===== config.mk =====
export PLATFORM = sky130hd
export DESIGN_NAME = pcs_err_inject_top
export DESIGN_NICKNAME = d
export VERILOG_FILES = /design/src/hw/pcs_err_pkg.sv /design/src/hw/am_tagger.sv /design/src/hw/payload_breaker.sv /design/src/hw/break_monitor.sv /design/src/hw/err_rf.sv /design/src/hw/pcs_err_inject_top.sv
export SDC_FILE = /design/constraint.sdc
export NUM_CORES = 1
export LEC_CHECK = 0
export ABC_CLOCK_PERIOD_IN_PS = 26700
export BUFFER_PORTS_ARGS = -buffer_cell sky130_fd_sc_hd__clkbuf_2
export CAP_MARGIN = 15
export CORE_ASPECT_RATIO = 1.1
export CORE_MARGIN = 5
export CORE_UTILIZATION = 36
export CTS_BUF_LIST = sky130_fd_sc_hd__clkbuf_4
export DETAILED_ROUTE_END_ITERATION = 7
export GPL_ROUTABILITY_DRIVEN = 0
export PLACE_DENSITY = 0.63
export SETUP_SLACK_MARGIN = 0.3
export SLEW_MARGIN = 0
export SYNTH_ARGS = -nofsm -noshare
export SYNTH_HDL_FRONTEND = slang
export SYNTH_SLANG_ARGS = --single-unit
export TNS_END_PERCENT = 50

===== constraint.sdc =====
create_clock -name i_clock -period 26.7 [get_ports i_clock]
set_clock_uncertainty 0.1 [all_clocks]
set_input_delay 2.67 -clock i_clock [delete_from_list [all_inputs] [get_ports i_clock]]
set_output_delay 2.67 -clock i_clock [all_outputs]
set_load 0.02 [all_outputs]

===== src/hw/pcs_err_pkg.sv =====
package pcs_err_pkg;

        // widths
        localparam int NB_BLOCK      = 66;          // coded block incl sync header
        localparam int NB_PAYLOAD    = 64;
        localparam int NB_SH         = 2;
        localparam int NB_MODE       = 4;           // one-hot break mode
        localparam int NB_BURST_CNT  = 10;
        localparam int NB_PERIOD_CNT = 10;
        localparam int NB_REPEAT_CNT = 4;
        localparam int NB_STAT_CNT   = 32;
        localparam int NB_FLIP_CNT   = 7;           // holds popcount of a full block
        localparam int NB_RF_ADDR    = 4;
        localparam int NB_RF_DATA    = 32;

        typedef logic [NB_BLOCK-1:0]      block_t;
        typedef logic [NB_PAYLOAD-1:0]    payload_t;    // also the error mask
        typedef logic [NB_SH-1:0]         sh_t;
        typedef logic [NB_MODE-1:0]       mode_t;
        typedef logic [NB_BURST_CNT-1:0]  burst_cnt_t;
        typedef logic [NB_PERIOD_CNT-1:0] period_cnt_t;
        typedef logic [NB_REPEAT_CNT-1:0] repeat_cnt_t;
        typedef logic [NB_STAT_CNT-1:0]   stat_cnt_t;
        typedef logic [NB_FLIP_CNT-1:0]   flip_cnt_t;
        typedef logic [NB_RF_ADDR-1:0]    rf_addr_t;
        typedef logic [NB_RF_DATA-1:0]    rf_data_t;

        // sync header, top two bits of a block
        localparam sh_t SH_CTRL = 2'b10;
        localparam sh_t SH_DATA = 2'b01;

        localparam mode_t MODE_OFF   = 4'b0000;     // pass everything
        localparam mode_t MODE_ALIGN = 4'b0001;     // aligner blocks only
        localparam mode_t MODE_CTRL  = 4'b0010;
        localparam mode_t MODE_DATA  = 4'b0100;
        localparam mode_t MODE_ALL   = 4'b1000;

        // alignment marker, sent as SH_CTRL + AM_PAYLOAD
        localparam int       AM_SPACING = 32;
        localparam int       NB_AM_CNT  = $clog2(AM_SPACING);
        localparam payload_t AM_PAYLOAD = 64'h9076_4700_6f89_b8ff;

        // register map
        localparam rf_addr_t RA_MODE    = 4'd0;
        localparam rf_addr_t RA_MASK_LO = 4'd1;
        localparam rf_addr_t RA_MASK_HI = 4'd2;
        localparam rf_addr_t RA_BURST   = 4'd3;
        localparam rf_addr_t RA_PERIOD  = 4'd4;
        localparam rf_addr_t RA_REPEAT  = 4'd5;
        localparam rf_addr_t RA_COMMIT  = 4'd6;     // write-only pulse
        localparam rf_addr_t RA_CLEAR   = 4'd7;     // write-only pulse
        localparam rf_addr_t RA_BROKEN  = 4'd8;
        localparam rf_addr_t RA_FLIPS   = 4'd9;

endpackage


===== src/hw/am_tagger.sv =====
`timescale 1ns/100ps

module am_tagger import pcs_err_pkg::*;
(
        input  logic   i_clock,
        input  logic   i_reset,
        input  logic   i_valid,
        input  block_t i_block,
        output logic   o_valid,
        output logic   o_aligner_tag,      // high on marker blocks
        output block_t o_block
);

        logic [NB_AM_CNT-1:0] am_cnt;       // valid blocks since last marker
        logic                 am_last;      // this block becomes the marker
        logic                 am_insert;

        assign am_last   = (am_cnt == NB_AM_CNT'(AM_SPACING - 1));
        assign am_insert = i_valid & am_last;

        // block position counter, idle cycles hold it
        always_ff @(posedge i_clock)
        begin
                if (i_reset)
                        am_cnt <= '0;
                else if (i_valid)
                begin
                        if (am_last)
                                am_cnt <= '0;
                        else
                                am_cnt <= am_cnt + 1'b1;
                end
        end

        // output stage
        always_ff @(posedge i_clock)
        begin
                if (i_reset)
                begin
                        o_valid       <= 1'b0;
                        o_aligner_tag <= 1'b0;
                end
                else
                begin
                        o_valid       <= i_valid;
                        o_aligner_tag <= am_insert;     // never set on idle cycles
                end
        end

        // payload register, no reset
        always_ff @(posedge i_clock)
        begin
                if (am_insert)
                        o_block <= {SH_CTRL, AM_PAYLOAD};  // marker replaces the block
                else
                        o_block <= i_block;
        end

endmodule


===== src/hw/payload_breaker.sv =====
`timescale 1ns/100ps

module payload_breaker import pcs_err_pkg::*;
(
        input  logic        i_clock,
        input  logic        i_reset,
        input  logic        i_valid,
        input  logic        i_aligner_tag,
        input  block_t      i_data,
        input  mode_t       i_rf_mode,
        input  logic        i_rf_update,        // load config, one cycle
        input  payload_t    i_rf_error_mask,    // 1 = invert that payload bit
        input  burst_cnt_t  i_rf_error_burst,   // broken blocks per period
        input  period_cnt_t i_rf_error_period,  // blocks per period
        input  repeat_cnt_t i_rf_error_repeat,  // number of extra periods
        output block_t      o_data,
        output logic        o_aligner_tag,
        output logic        o_valid
);

        mode_t       mode_q;
        payload_t    mask_q;
        burst_cnt_t  burst_q;
        period_cnt_t period_q;
        repeat_cnt_t repeat_q;

        sh_t         sh;
        payload_t    payload;
        logic        burst_on;
        logic        period_on;
        logic        repeat_on;
        logic        mode_match;    // block is of the selected kind
        logic        break_en;
        logic        reload;        // period ran out, start the next one

        assign sh      = i_data[NB_BLOCK-1 -: NB_SH];
        assign payload = i_data[NB_PAYLOAD-1:0];

        assign burst_on  = (burst_q != '0);
        assign period_on = (period_q != '0);
        assign repeat_on = (repeat_q != '0);

        assign mode_match = ((mode_q == MODE_ALIGN) & i_aligner_tag)   |
                            ((mode_q == MODE_CTRL)  & (sh == SH_CTRL)) |
                            ((mode_q == MODE_DATA)  & (sh == SH_DATA)) |
                             (mode_q == MODE_ALL);              // MODE_OFF matches nothing

        // update cycle block always passes clean
        assign break_en = i_valid & ~i_rf_update & burst_on & mode_match;
        assign reload   = i_valid & ~i_rf_update & ~period_on & repeat_on;

        // header kept, masked payload bits inverted
        assign o_data        = break_en ? {sh, payload ^ mask_q} : i_data;
        assign o_aligner_tag = i_aligner_tag;
        assign o_valid       = i_valid;

        // mode and mask load on update alone
        always_ff @(posedge i_clock)
        begin
                if (i_reset)
                begin
                        mode_q <= MODE_OFF;
                        mask_q <= '0;
                end
                else if (i_rf_update)
                begin
                        mode_q <= i_rf_mode;
                        mask_q <= i_rf_error_mask;
                end
        end

        // burst counter, counts only broken blocks
        always_ff @(posedge i_clock)
        begin
                if (i_reset)
                        burst_q <= '0;
                else if (i_rf_update)
                        burst_q <= i_rf_error_burst;
                else if (reload)
                        burst_q <= i_rf_error_burst;
                else if (break_en)
                        burst_q <= burst_q - 1'b1;
        end

        // period counter, one step per valid block
        always_ff @(posedge i_clock)
        begin
                if (i_reset)
                        period_q <= '0;
                else if (i_rf_update)
                        period_q <= i_rf_error_period;
                else if (reload)
                        period_q <= i_rf_error_period;
                else if (i_valid && period_on)
                        period_q <= period_q - 1'b1;
        end

        // repeat counter
        // steps once both period and burst are spent, valid or not
        always_ff @(posedge i_clock)
        begin
                if (i_reset)
                        repeat_q <= '0;
                else if (i_rf_update)
                        repeat_q <= i_rf_error_repeat;
                else if (repeat_on && !period_on && !burst_on)
                        repeat_q <= repeat_q - 1'b1;
        end

endmodule


===== src/hw/break_monitor.sv =====
`timescale 1ns/100ps

module break_monitor import pcs_err_pkg::*;
(
        input  logic      i_clock,
        input  logic      i_reset,
        input  logic      i_clear,          // zero both counts
        input  logic      i_valid,
        input  block_t    i_block_in,       // breaker input
        input  block_t    i_block_out,      // breaker output
        output stat_cnt_t o_broken_blocks,
        output stat_cnt_t o_flipped_bits
);

        block_t    diff;            // bits changed by the breaker
        flip_cnt_t flip_cnt;
        logic      is_broken;

        assign diff      = i_block_in ^ i_block_out;
        assign is_broken = |diff;

        // popcount of the difference
        always_comb
        begin
                flip_cnt = '0;
                for (int i = 0; i < NB_BLOCK; i++)
                        flip_cnt = flip_cnt + flip_cnt_t'(diff[i]);
        end

        // broken block count
        always_ff @(posedge i_clock)
        begin
                if (i_reset || i_clear)
                        o_broken_blocks <= '0;
                else if (i_valid && is_broken)
                        o_broken_blocks <= o_broken_blocks + 1'b1;   // wraps at 32 bits
        end

        // flipped bit total
        always_ff @(posedge i_clock)
        begin
                if (i_reset || i_clear)
                        o_flipped_bits <= '0;
                else if (i_valid)
                        o_flipped_bits <= o_flipped_bits + stat_cnt_t'(flip_cnt);
        end

endmodule


===== src/hw/err_rf.sv =====
`timescale 1ns/100ps

module err_rf import pcs_err_pkg::*;
(
        input  logic        i_clock,
        input  logic        i_reset,
        input  logic        i_wr,
        input  logic        i_rd,
        input  rf_addr_t    i_addr,
        input  rf_data_t    i_wdata,
        input  stat_cnt_t   i_broken_blocks,
        input  stat_cnt_t   i_flipped_bits,
        output rf_data_t    o_rd_data,      // valid the cycle after i_rd
        output mode_t       o_mode,
        output payload_t    o_mask,
        output burst_cnt_t  o_burst,
        output period_cnt_t o_period,
        output repeat_cnt_t o_repeat,
        output logic        o_update,       // one cycle after commit write
        output logic        o_clear
);

        rf_data_t rd_mux;

        // shadow config registers
        always_ff @(posedge i_clock)
        begin
                if (i_reset)
                begin
                        o_mode   <= MODE_OFF;
                        o_mask   <= '0;
                        o_burst  <= '0;
                        o_period <= '0;
                        o_repeat <= '0;
                end
                else if (i_wr)
                begin
                        case (i_addr)
                                RA_MODE    : o_mode   <= i_wdata[NB_MODE-1:0];
                                RA_MASK_LO : o_mask[NB_RF_DATA-1:0] <= i_wdata;
                                RA_MASK_HI : o_mask[NB_PAYLOAD-1:NB_RF_DATA] <= i_wdata;
                                RA_BURST   : o_burst  <= i_wdata[NB_BURST_CNT-1:0];
                                RA_PERIOD  : o_period <= i_wdata[NB_PERIOD_CNT-1:0];
                                RA_REPEAT  : o_repeat <= i_wdata[NB_REPEAT_CNT-1:0];
                                default    : ;  // pulses and read-only
                        endcase
                end
        end

        // commit and clear strobes
        always_ff @(posedge i_clock)
        begin
                if (i_reset)
                begin
                        o_update <= 1'b0;
                        o_clear  <= 1'b0;
                end
                else
                begin
                        o_update <= i_wr && (i_addr == RA_COMMIT);
                        o_clear  <= i_wr && (i_addr == RA_CLEAR);
                end
        end

        // read mux
        always_comb
        begin
                case (i_addr)
                        RA_MODE    : rd_mux = rf_data_t'(o_mode);
                        RA_MASK_LO : rd_mux = o_mask[NB_RF_DATA-1:0];
                        RA_MASK_HI : rd_mux = o_mask[NB_PAYLOAD-1:NB_RF_DATA];
                        RA_BURST   : rd_mux = rf_data_t'(o_burst);
                        RA_PERIOD  : rd_mux = rf_data_t'(o_period);
                        RA_REPEAT  : rd_mux = rf_data_t'(o_repeat);
                        RA_BROKEN  : rd_mux = i_broken_blocks;
                        RA_FLIPS   : rd_mux = i_flipped_bits;
                        default    : rd_mux = '0;       // commit, clear, unmapped
                endcase
        end

        // read data holds until the next read
        always_ff @(posedge i_clock)
        begin
                if (i_reset)
                        o_rd_data <= '0;
                else if (i_rd)
                        o_rd_data <= rd_mux;
        end

endmodule


===== src/hw/pcs_err_inject_top.sv =====
`timescale 1ns/100ps

module pcs_err_inject_top import pcs_err_pkg::*;
(
        input  logic     i_clock,
        input  logic     i_reset,
        input  logic     i_valid,
        input  block_t   i_block,
        input  logic     i_wr,
        input  logic     i_rd,
        input  rf_addr_t i_addr,
        input  rf_data_t i_wdata,
        output rf_data_t o_rd_data,
        output logic     o_valid,
        output logic     o_aligner_tag,
        output block_t   o_block
);

        // tagged stream, tagger to breaker and monitor
        logic        tag_valid;
        logic        tag_aligner;
        block_t      tag_block;

        // config from the register file
        mode_t       cfg_mode;
        payload_t    cfg_mask;
        burst_cnt_t  cfg_burst;
        period_cnt_t cfg_period;
        repeat_cnt_t cfg_repeat;
        logic        cfg_update;

        // statistics
        logic        stat_clear;
        stat_cnt_t   stat_broken;
        stat_cnt_t   stat_flips;

        am_tagger am_tagger_i (
                .i_clock       (i_clock),
                .i_reset       (i_reset),
                .i_valid       (i_valid),
                .i_block       (i_block),
                .o_valid       (tag_valid),
                .o_aligner_tag (tag_aligner),
                .o_block       (tag_block)
        );

        payload_breaker payload_breaker_i (
                .i_clock           (i_clock),
                .i_reset           (i_reset),
                .i_valid           (tag_valid),
                .i_aligner_tag     (tag_aligner),
                .i_data            (tag_block),
                .i_rf_mode         (cfg_mode),
                .i_rf_update       (cfg_update),
                .i_rf_error_mask   (cfg_mask),
                .i_rf_error_burst  (cfg_burst),
                .i_rf_error_period (cfg_period),
                .i_rf_error_repeat (cfg_repeat),
                .o_data            (o_block),
                .o_aligner_tag     (o_aligner_tag),
                .o_valid           (o_valid)
        );

        break_monitor break_monitor_i (
                .i_clock         (i_clock),
                .i_reset         (i_reset),
                .i_clear         (stat_clear),
                .i_valid         (tag_valid),
                .i_block_in      (tag_block),
                .i_block_out     (o_block),     // compared against breaker input
                .o_broken_blocks (stat_broken),
                .o_flipped_bits  (stat_flips)
        );

        err_rf err_rf_i (
                .i_clock         (i_clock),
                .i_reset         (i_reset),
                .i_wr            (i_wr),
                .i_rd            (i_rd),
                .i_addr          (i_addr),
                .i_wdata         (i_wdata),
                .i_broken_blocks (stat_broken),
                .i_flipped_bits  (stat_flips),
                .o_rd_data       (o_rd_data),
                .o_mode          (cfg_mode),
                .o_mask          (cfg_mask),
                .o_burst         (cfg_burst),
                .o_period        (cfg_period),
                .o_repeat        (cfg_repeat),
                .o_update        (cfg_update),
                .o_clear         (stat_clear)
        );

endmodule


Word-level counts from Yosys, hierarchy flattened

Index checks and enable logic that the tools add are counted.
W data, S select, Z words.

Register bits: 355
Input port bits: 107

Add/sub/neg operators: 71
Equal/unequal tests: 16
Mux-type cells: 11
Bitwise logic cells: 16
Reduce and logical (&&, ||, !) cells: 23

Operators with widths:

| cell                    | number |
|---|---|
| $add A7 B1 Y7           | 64 |
| $pmux W32 S8            | 1 |
| $reduce_or A66 Y1       | 1 |
| $xor A66 B66 Y66        | 1 |
| $mux W64                | 1 |
| $xor A64 B64 Y64        | 1 |
| $mux W10                | 6 |
| $add A32 B1 Y32 const B | 1 |
| $add A32 B7 Y32         | 1 |
| $eq A4 B3 Y1 const B    | 5 |
| $reduce_bool A10 Y1     | 2 |
| $sub A10 B1 Y10 const B | 2 |
| $eq A4 B2 Y1 const B    | 3 |
| $eq A4 B4 Y1 const B    | 3 |
| $reduce_and A2 Y1       | 6 |
| $and A1 B1 Y1           | 9 |
| $eq A4 B1 Y1 const B    | 2 |
| $mux W4                 | 2 |
| $logic_and A1 B1 Y1     | 6 |
| $reduce_bool A3 Y1      | 2 |
| $add A5 B1 Y5 const B   | 1 |
| $eq A5 B5 Y1 const B    | 1 |
| $mux W5                 | 1 |
| $logic_not A4 Y1        | 1 |
| 10 further kinds        | 14 |

Longest topological paths before layout

Depth after elaboration: 74
Mapped depth: 36

Hierarchy

From an unflattened synthesis, not the netlist that was laid out.

Cell total of the unflattened synthesis: 1978
Area, all modules: 18222.5 um^2

By module, submodules not included:

| module          | instances | cells an instance | area each (um^2) |
|---|---|---|---|
| break_monitor   | 1         | 628               | 5800.6 |
| err_rf          | 1         | 631               | 5396.4 |
| payload_breaker | 1         | 552               | 4864.7 |
| am_tagger       | 1         | 167               | 2160.8 |

Least setup slack after synthesis

Ideal clock, no wire load.

Path kind: flip-flop to flip-flop
Start: reg payload_breaker_i.burst_q[3]
End: reg break_monitor_i.o_flipped_bits[9]
Library setup time: 129 ps
Data arrival time: 9050 ps
Data required time: 26471 ps
Path slack: 17421 ps
Stages on the path, launching flop included: 34
Clock period less this slack: 9279 ps
Path through: dfxtp_1 -> or4_4 -> or4_4 -> nand2_2 -> nor2_2 -> buf_6 -> buf_6 -> nand2_2 -> inv_2 -> ha_1 -> fa_1 -> fa_1 -> fa_1 -> fa_1 -> fa_1 -> fa_1 -> inv_1 -> fa_1 -> fa_1 -> fa_1 -> fa_1 -> inv_1 -> a21oi_1 -> o21bai_1 -> a21o_1 -> a21o_1 -> ha_1 -> or2_2 -> o22a_1 -> clkbuf_1 -> o21a_1 -> nand4_1 -> xor2_1 -> nor2_1

Word-level cells in the longest chain between the ends: 71

Ends and longest elaborated chain:

| item                         | RTL line              | source |
|---|---|---|
| start, declared              | payload_breaker.sv:23 | `burst_cnt_t burst_q;` |
| start signal, assigned       | payload_breaker.sv:78 | `burst_q <= i_rf_error_burst;` |
| start signal, assigned       | payload_breaker.sv:80 | `burst_q <= i_rf_error_burst;` |
| start signal, assigned       | payload_breaker.sv:82 | `burst_q <= burst_q - 1'b1;` |
| $reduce_bool A10 Y1 *        | payload_breaker.sv:39 | `assign burst_on = (burst_q != '0);` |
| $and A1 B1 Y1 * (2 in a row) | payload_breaker.sv:49 | `assign break_en = i_valid & ~i_rf_update & burst_on & mode_match;` |
| $mux W64 *                   | payload_breaker.sv:53 | `assign o_data = break_en ? {sh, payload ^ mask_q} : i_data;` |
| $xor A66 B66 Y66 *           | break_monitor.sv:19   | `assign diff = i_block_in ^ i_block_out;` |
| $add A1 B1 Y2                | break_monitor.sv:27   | `flip_cnt = flip_cnt + flip_cnt_t'(diff[i]);` |
| $add A7 B1 Y7 (61 in a row)  | break_monitor.sv:27   |  |
| $add A7 B1 Y7 * (3 in a row) | break_monitor.sv:27   |  |
| $add A32 B7 Y32 *            | break_monitor.sv:45   | `o_flipped_bits <= o_flipped_bits + stat_cnt_t'(flip_cnt);` |
| end signal, assigned         | break_monitor.sv:45   |  |
| end, declared                | break_monitor.sv:12   | `output stat_cnt_t o_flipped_bits` |

Every way passes the cells marked *; elsewhere a longest branch is shown, timed or not.
A chain may end at the register's enable or synchronous reset.

Worst setup path in the final report

Start: reg payload_breaker_i.burst_q[3]
End: reg break_monitor_i.o_flipped_bits[17]

Same word-level chain as after synthesis.

==> metrics.csv <==
stage;metric;value;unit
cells_and_area;fill count;4806;
pwr;Sw Pwr;336;uW
die;Die Span Y;239;um
global_route;vias in the first global route;14770;
drt;Pre-antenna DRT Iters;8;
setup_path;Worst path depth;31;
setup_path;Largest delay share family, worst path;adder cells;
setup_path;Worst R2R Path Depth;31;
logic_synthesis;synthesized cell area;17100;um2
timing;Final setup viols;0;
timing;RSZ-0062 raised after global routing;false;
global_route;antenna violations before repair;4;
logic_synthesis;syn_nets;2135;
setup_path;CP arrival;11010;ps
logic_synthesis;dominant cell type by area after synthesis;dfxtp_1;
clock_tree;H-tree Lvls;3;
logic_synthesis;Synth Area in Adders;0.0861;
timing;Slew Limit Fails;0;
clock_tree;TritonCTS clock tree;yes;
die;Initial Utilization;0.365;
clock_tree;post-CTS setup buffers;0;
die;row count;83;
global_route;first-pass GRT wire length;83.8;mm
setup_path;Worst path slowest cell;or4_4;
setup_path;Critical path buffers and inverters;4;
die;Placeable Area;46900;um2
pwr;Reg power frac;0.474;
logic_synthesis;Cells after Synth;1943;
clock_tree;Resized cells post-CTS;0;
timing;slew margin rel.;0.258;
logic_synthesis;Post-synth EDFFs;0;
logic_synthesis;most frequent cells after synthesis;dfxtp_1 (355), nand2_1 (286), nor2_1 (169);
pwr;clock power share;0.394;
drt;wire length per cell;18.9;um
drt;Post-Route WL;53.7;mm
global_route;largest net degree at the start of global routing;72;
drt;Routed Antenna Nets;0;
clock_tree;clk_lat worst skew;810;ps
timing;min cycle time layout;10440;ps
flow_run;max-cap violations;0;
logic_synthesis;mux contribution to synthesized area;0.0566;
cells_and_area;nets;2334;
timing;Worst Tran Pin Value;1100;ps
clock_tree;Num CTS Buffers;92;
logic_synthesis;proportion of netlist area held by the largest area contributor;0.415;
logic_synthesis;Ys Warns;0;
setup_path;WP data required;27270;ps
logic_synthesis;Seq/Total Area, Yosys;0.415;
worst_hold_path;Hold Crit Class;reg -> reg;
timing;crit share post-route;0.391;
logic_synthesis;Netlist cell types;68;
drt;via/cell ratio;5.22;
logic_synthesis;synthesized area per cell;8.82;um2
drt;1st-iter DRT viols;1283;
pwr;Peak VDD IR;36.9;uV
setup_path;Reg2Reg Setup Slack;16260;ps
clock_tree;clock buffer depth;3;
clock_tree;CTS hold repair buffers;0;
pwr;Logic pwr share;0.132;
logic_synthesis;Compound-Gate Fraction of Synth Area;0.124;
die;I/O pin cnt;207;
setup_path;startpoint types;register;
setup_path;Reg2Reg Launch Point;payload_breaker_i.burst_q[3];
logic_synthesis;Synth area leaders;dfxtp_1 (41%), fa_1 (6.4%), nand2_1 (6.3%);
setup_path;CP peak stage delay;570;ps
cells_and_area;Layout Utilization;0.422;
logic_synthesis;simple-gate share of the synthesized area;0.214;
logic_synthesis;#FFs+latches synth;355;
cells_and_area;post-layout instance area;19800;um2
timing;endpoints failing hold;0;
setup_path;worst-path maximum fanout;65;
setup_path;most used cell, CP;fa_1;
place;post-DP HPWL;39.9;mm
clock_tree;Root Driver;clkbuf_4;
timing;Fmax;95.8;MHz
cells_and_area;share of post-route cells with drive strength above 1;0.188;
logic_synthesis;post-synthesis xor/xnor area fraction;0.0572;
clock_tree;clk sinks;355;
pwr;P per Cell Area;60.3;nW/um2
timing;worst hold slack;372;ps
pwr;Leak;7.92;nW
die;Die ar.;52100;um2
setup_path;critical path endpoint category;register;
clock_tree;CTS clk-pin slew, worst paths;70;ps
place;DP Area;18600;um2
pwr;switching part of the total;0.282;
drt;DRC errors left;1;
logic_synthesis;Post-synth ARST share;0;
timing;Setup TNS Final;0;ps
global_route;GR Overflow Total;0;
setup_path;Setup crit end;break_monitor_i.o_flipped_bits[17];
place;PortBufs;206;
logic_synthesis;most common cell in the netlist;dfxtp_1;
status;outcome;complete, but fails checks;
pwr;Int Power;856;uW
logic_synthesis;Top FF cell, synth;dfxtp_1;
global_route;Total GRT Usage;0.202;
drt;DR vias;14848;
status;failing checks;DRC;
cells_and_area;P&R area growth vs syn;15.5;%
die;Die W;218;um
setup_path;worst setup path startpoint;payload_breaker_i.burst_q[3];
logic_synthesis;largest family of logic cells by synthesized area;simple AND/OR/NAND/NOR gates;
setup_path;reg2reg end;break_monitor_i.o_flipped_bits[17];
setup_path;CP Class;reg -> reg;
==> through the flow <==
step                worst slack (ps)  total power, mW  std cells
floorplan                      17420            0.685       1943
global placement               16520            0.727       2684
detailed placement             16290            0.731       2684
CTS                            16290             1.21       2840
global route                   15700             1.25       2845
finish                         16260             1.19       2846
==> sequential cells by signal (all words and copies together) (netlist names), 10 cells and up <==
register and flops:
am_tagger_i.o_block 66, break_monitor_i.o_broken_blocks 32, break_monitor_i.o_flipped_bits 32, err_rf_i.o_burst 10, err_rf_i.o_mask 64, err_rf_i.o_period 10
err_rf_i.o_rd_data 32, payload_breaker_i.burst_q 10, payload_breaker_i.mask_q 64, payload_breaker_i.period_q 10
==> cell families (layout without fill, tap and decap cells) <==
kind of cell / after synthesis / after routing
simple gates: 756 / 756
buf+inv: 195 / 456
flops: 355 / 355
fa+ha+maj: 85 / 85
xor+xnor: 112 / 112
other cells: 0 / 5
mux: 97 / 97
compound gates: 343 / 343
==> power groups by stage <==
stage | logic, mW | registers (mW) | clock network (mW)
after floorplan | 0.112 | 0.572 | 0
final | 0.158 | 0.565 | 0.470
after global routing | 0.172 | 0.567 | 0.512
after detailed placement | 0.155 | 0.577 | 0
after global placement | 0.151 | 0.576 | 0
after CTS | 0.156 | 0.565 | 0.484
==> worst min path at each step <==
stage | start | to | slack [ps] | cells after the start
after CTS | err_rf_i.o_burst[6] | err_rf_i.o_burst[6] | 370 | 2
after floorplan | break_monitor_i.o_broken_blocks[31] | break_monitor_i.o_broken_blocks[31] | 340 | 2
after detailed placement | err_rf_i.o_burst[6] | err_rf_i.o_burst[6] | 360 | 2
after global placement | err_rf_i.o_burst[8] | err_rf_i.o_burst[8] | 360 | 2
after global routing | err_rf_i.o_burst[1] | payload_breaker_i.burst_q[1] | 400 | 2
final | err_rf_i.o_burst[6] | err_rf_i.o_burst[6] | 370 | 2
==> cell usage in the layout, fill, tap and decap left out, types with 21 or more instances in the layout <==
cell type,synthesis,final
fa_1,55,55
mux2i_1,97,97
xnor2_1,57,57
dfxtp_1,355,354
nor4_1,22,22
nor2_1,169,168
clkbuf_2,0,205
inv_1,74,74
xor2_1,55,55
clkbuf_4,0,132
nand2b_1,39,39
ha_1,30,30
a22oi_1,46,46
a21oi_1,166,166
or3_1,22,22
and2_1,55,56
nand3_1,42,42
nand2_1,286,285
nand4_1,21,21
a31oi_1,30,30
o21ai_0,21,21
==> cell type report <==
class | instances | area [um2] | share of cell area
antenna | 5 | 12.5 | 0.000632
clock buffer | 132 | 991 | 0.0501
clock inverter | 24 | 150 | 0.00759
inverter | 75 | 282 | 0.0142
multi-input combinational | 1393 | 9250 | 0.467
sequential | 355 | 7110 | 0.359
tap | 637 | 797 | 0.0403
timing repair buffer | 225 | 1200 | 0.0606
==> layer usage <==
layer / track usage / wire length [um]
met4: 0.0845 / 1810
met1: 0.268 / 23600
met3: 0.0442 / 3710
met2: 0.319 / 24600
met5: 0 / 0
==> worst register-to-register path: cells and delay by family (launching register included) <==
kind | cells | cell delay (ps)
xor gates and xnor gates | 1 | 170
buffers and inverters | 4 | 510
and+or+nand+nor | 8 | 2320
adders and majority gates | 12 | 5580
DFF | 1 | 350
AOI/OAI and AO/OA | 6 | 1290
Power figures use the tool's default switching activity.
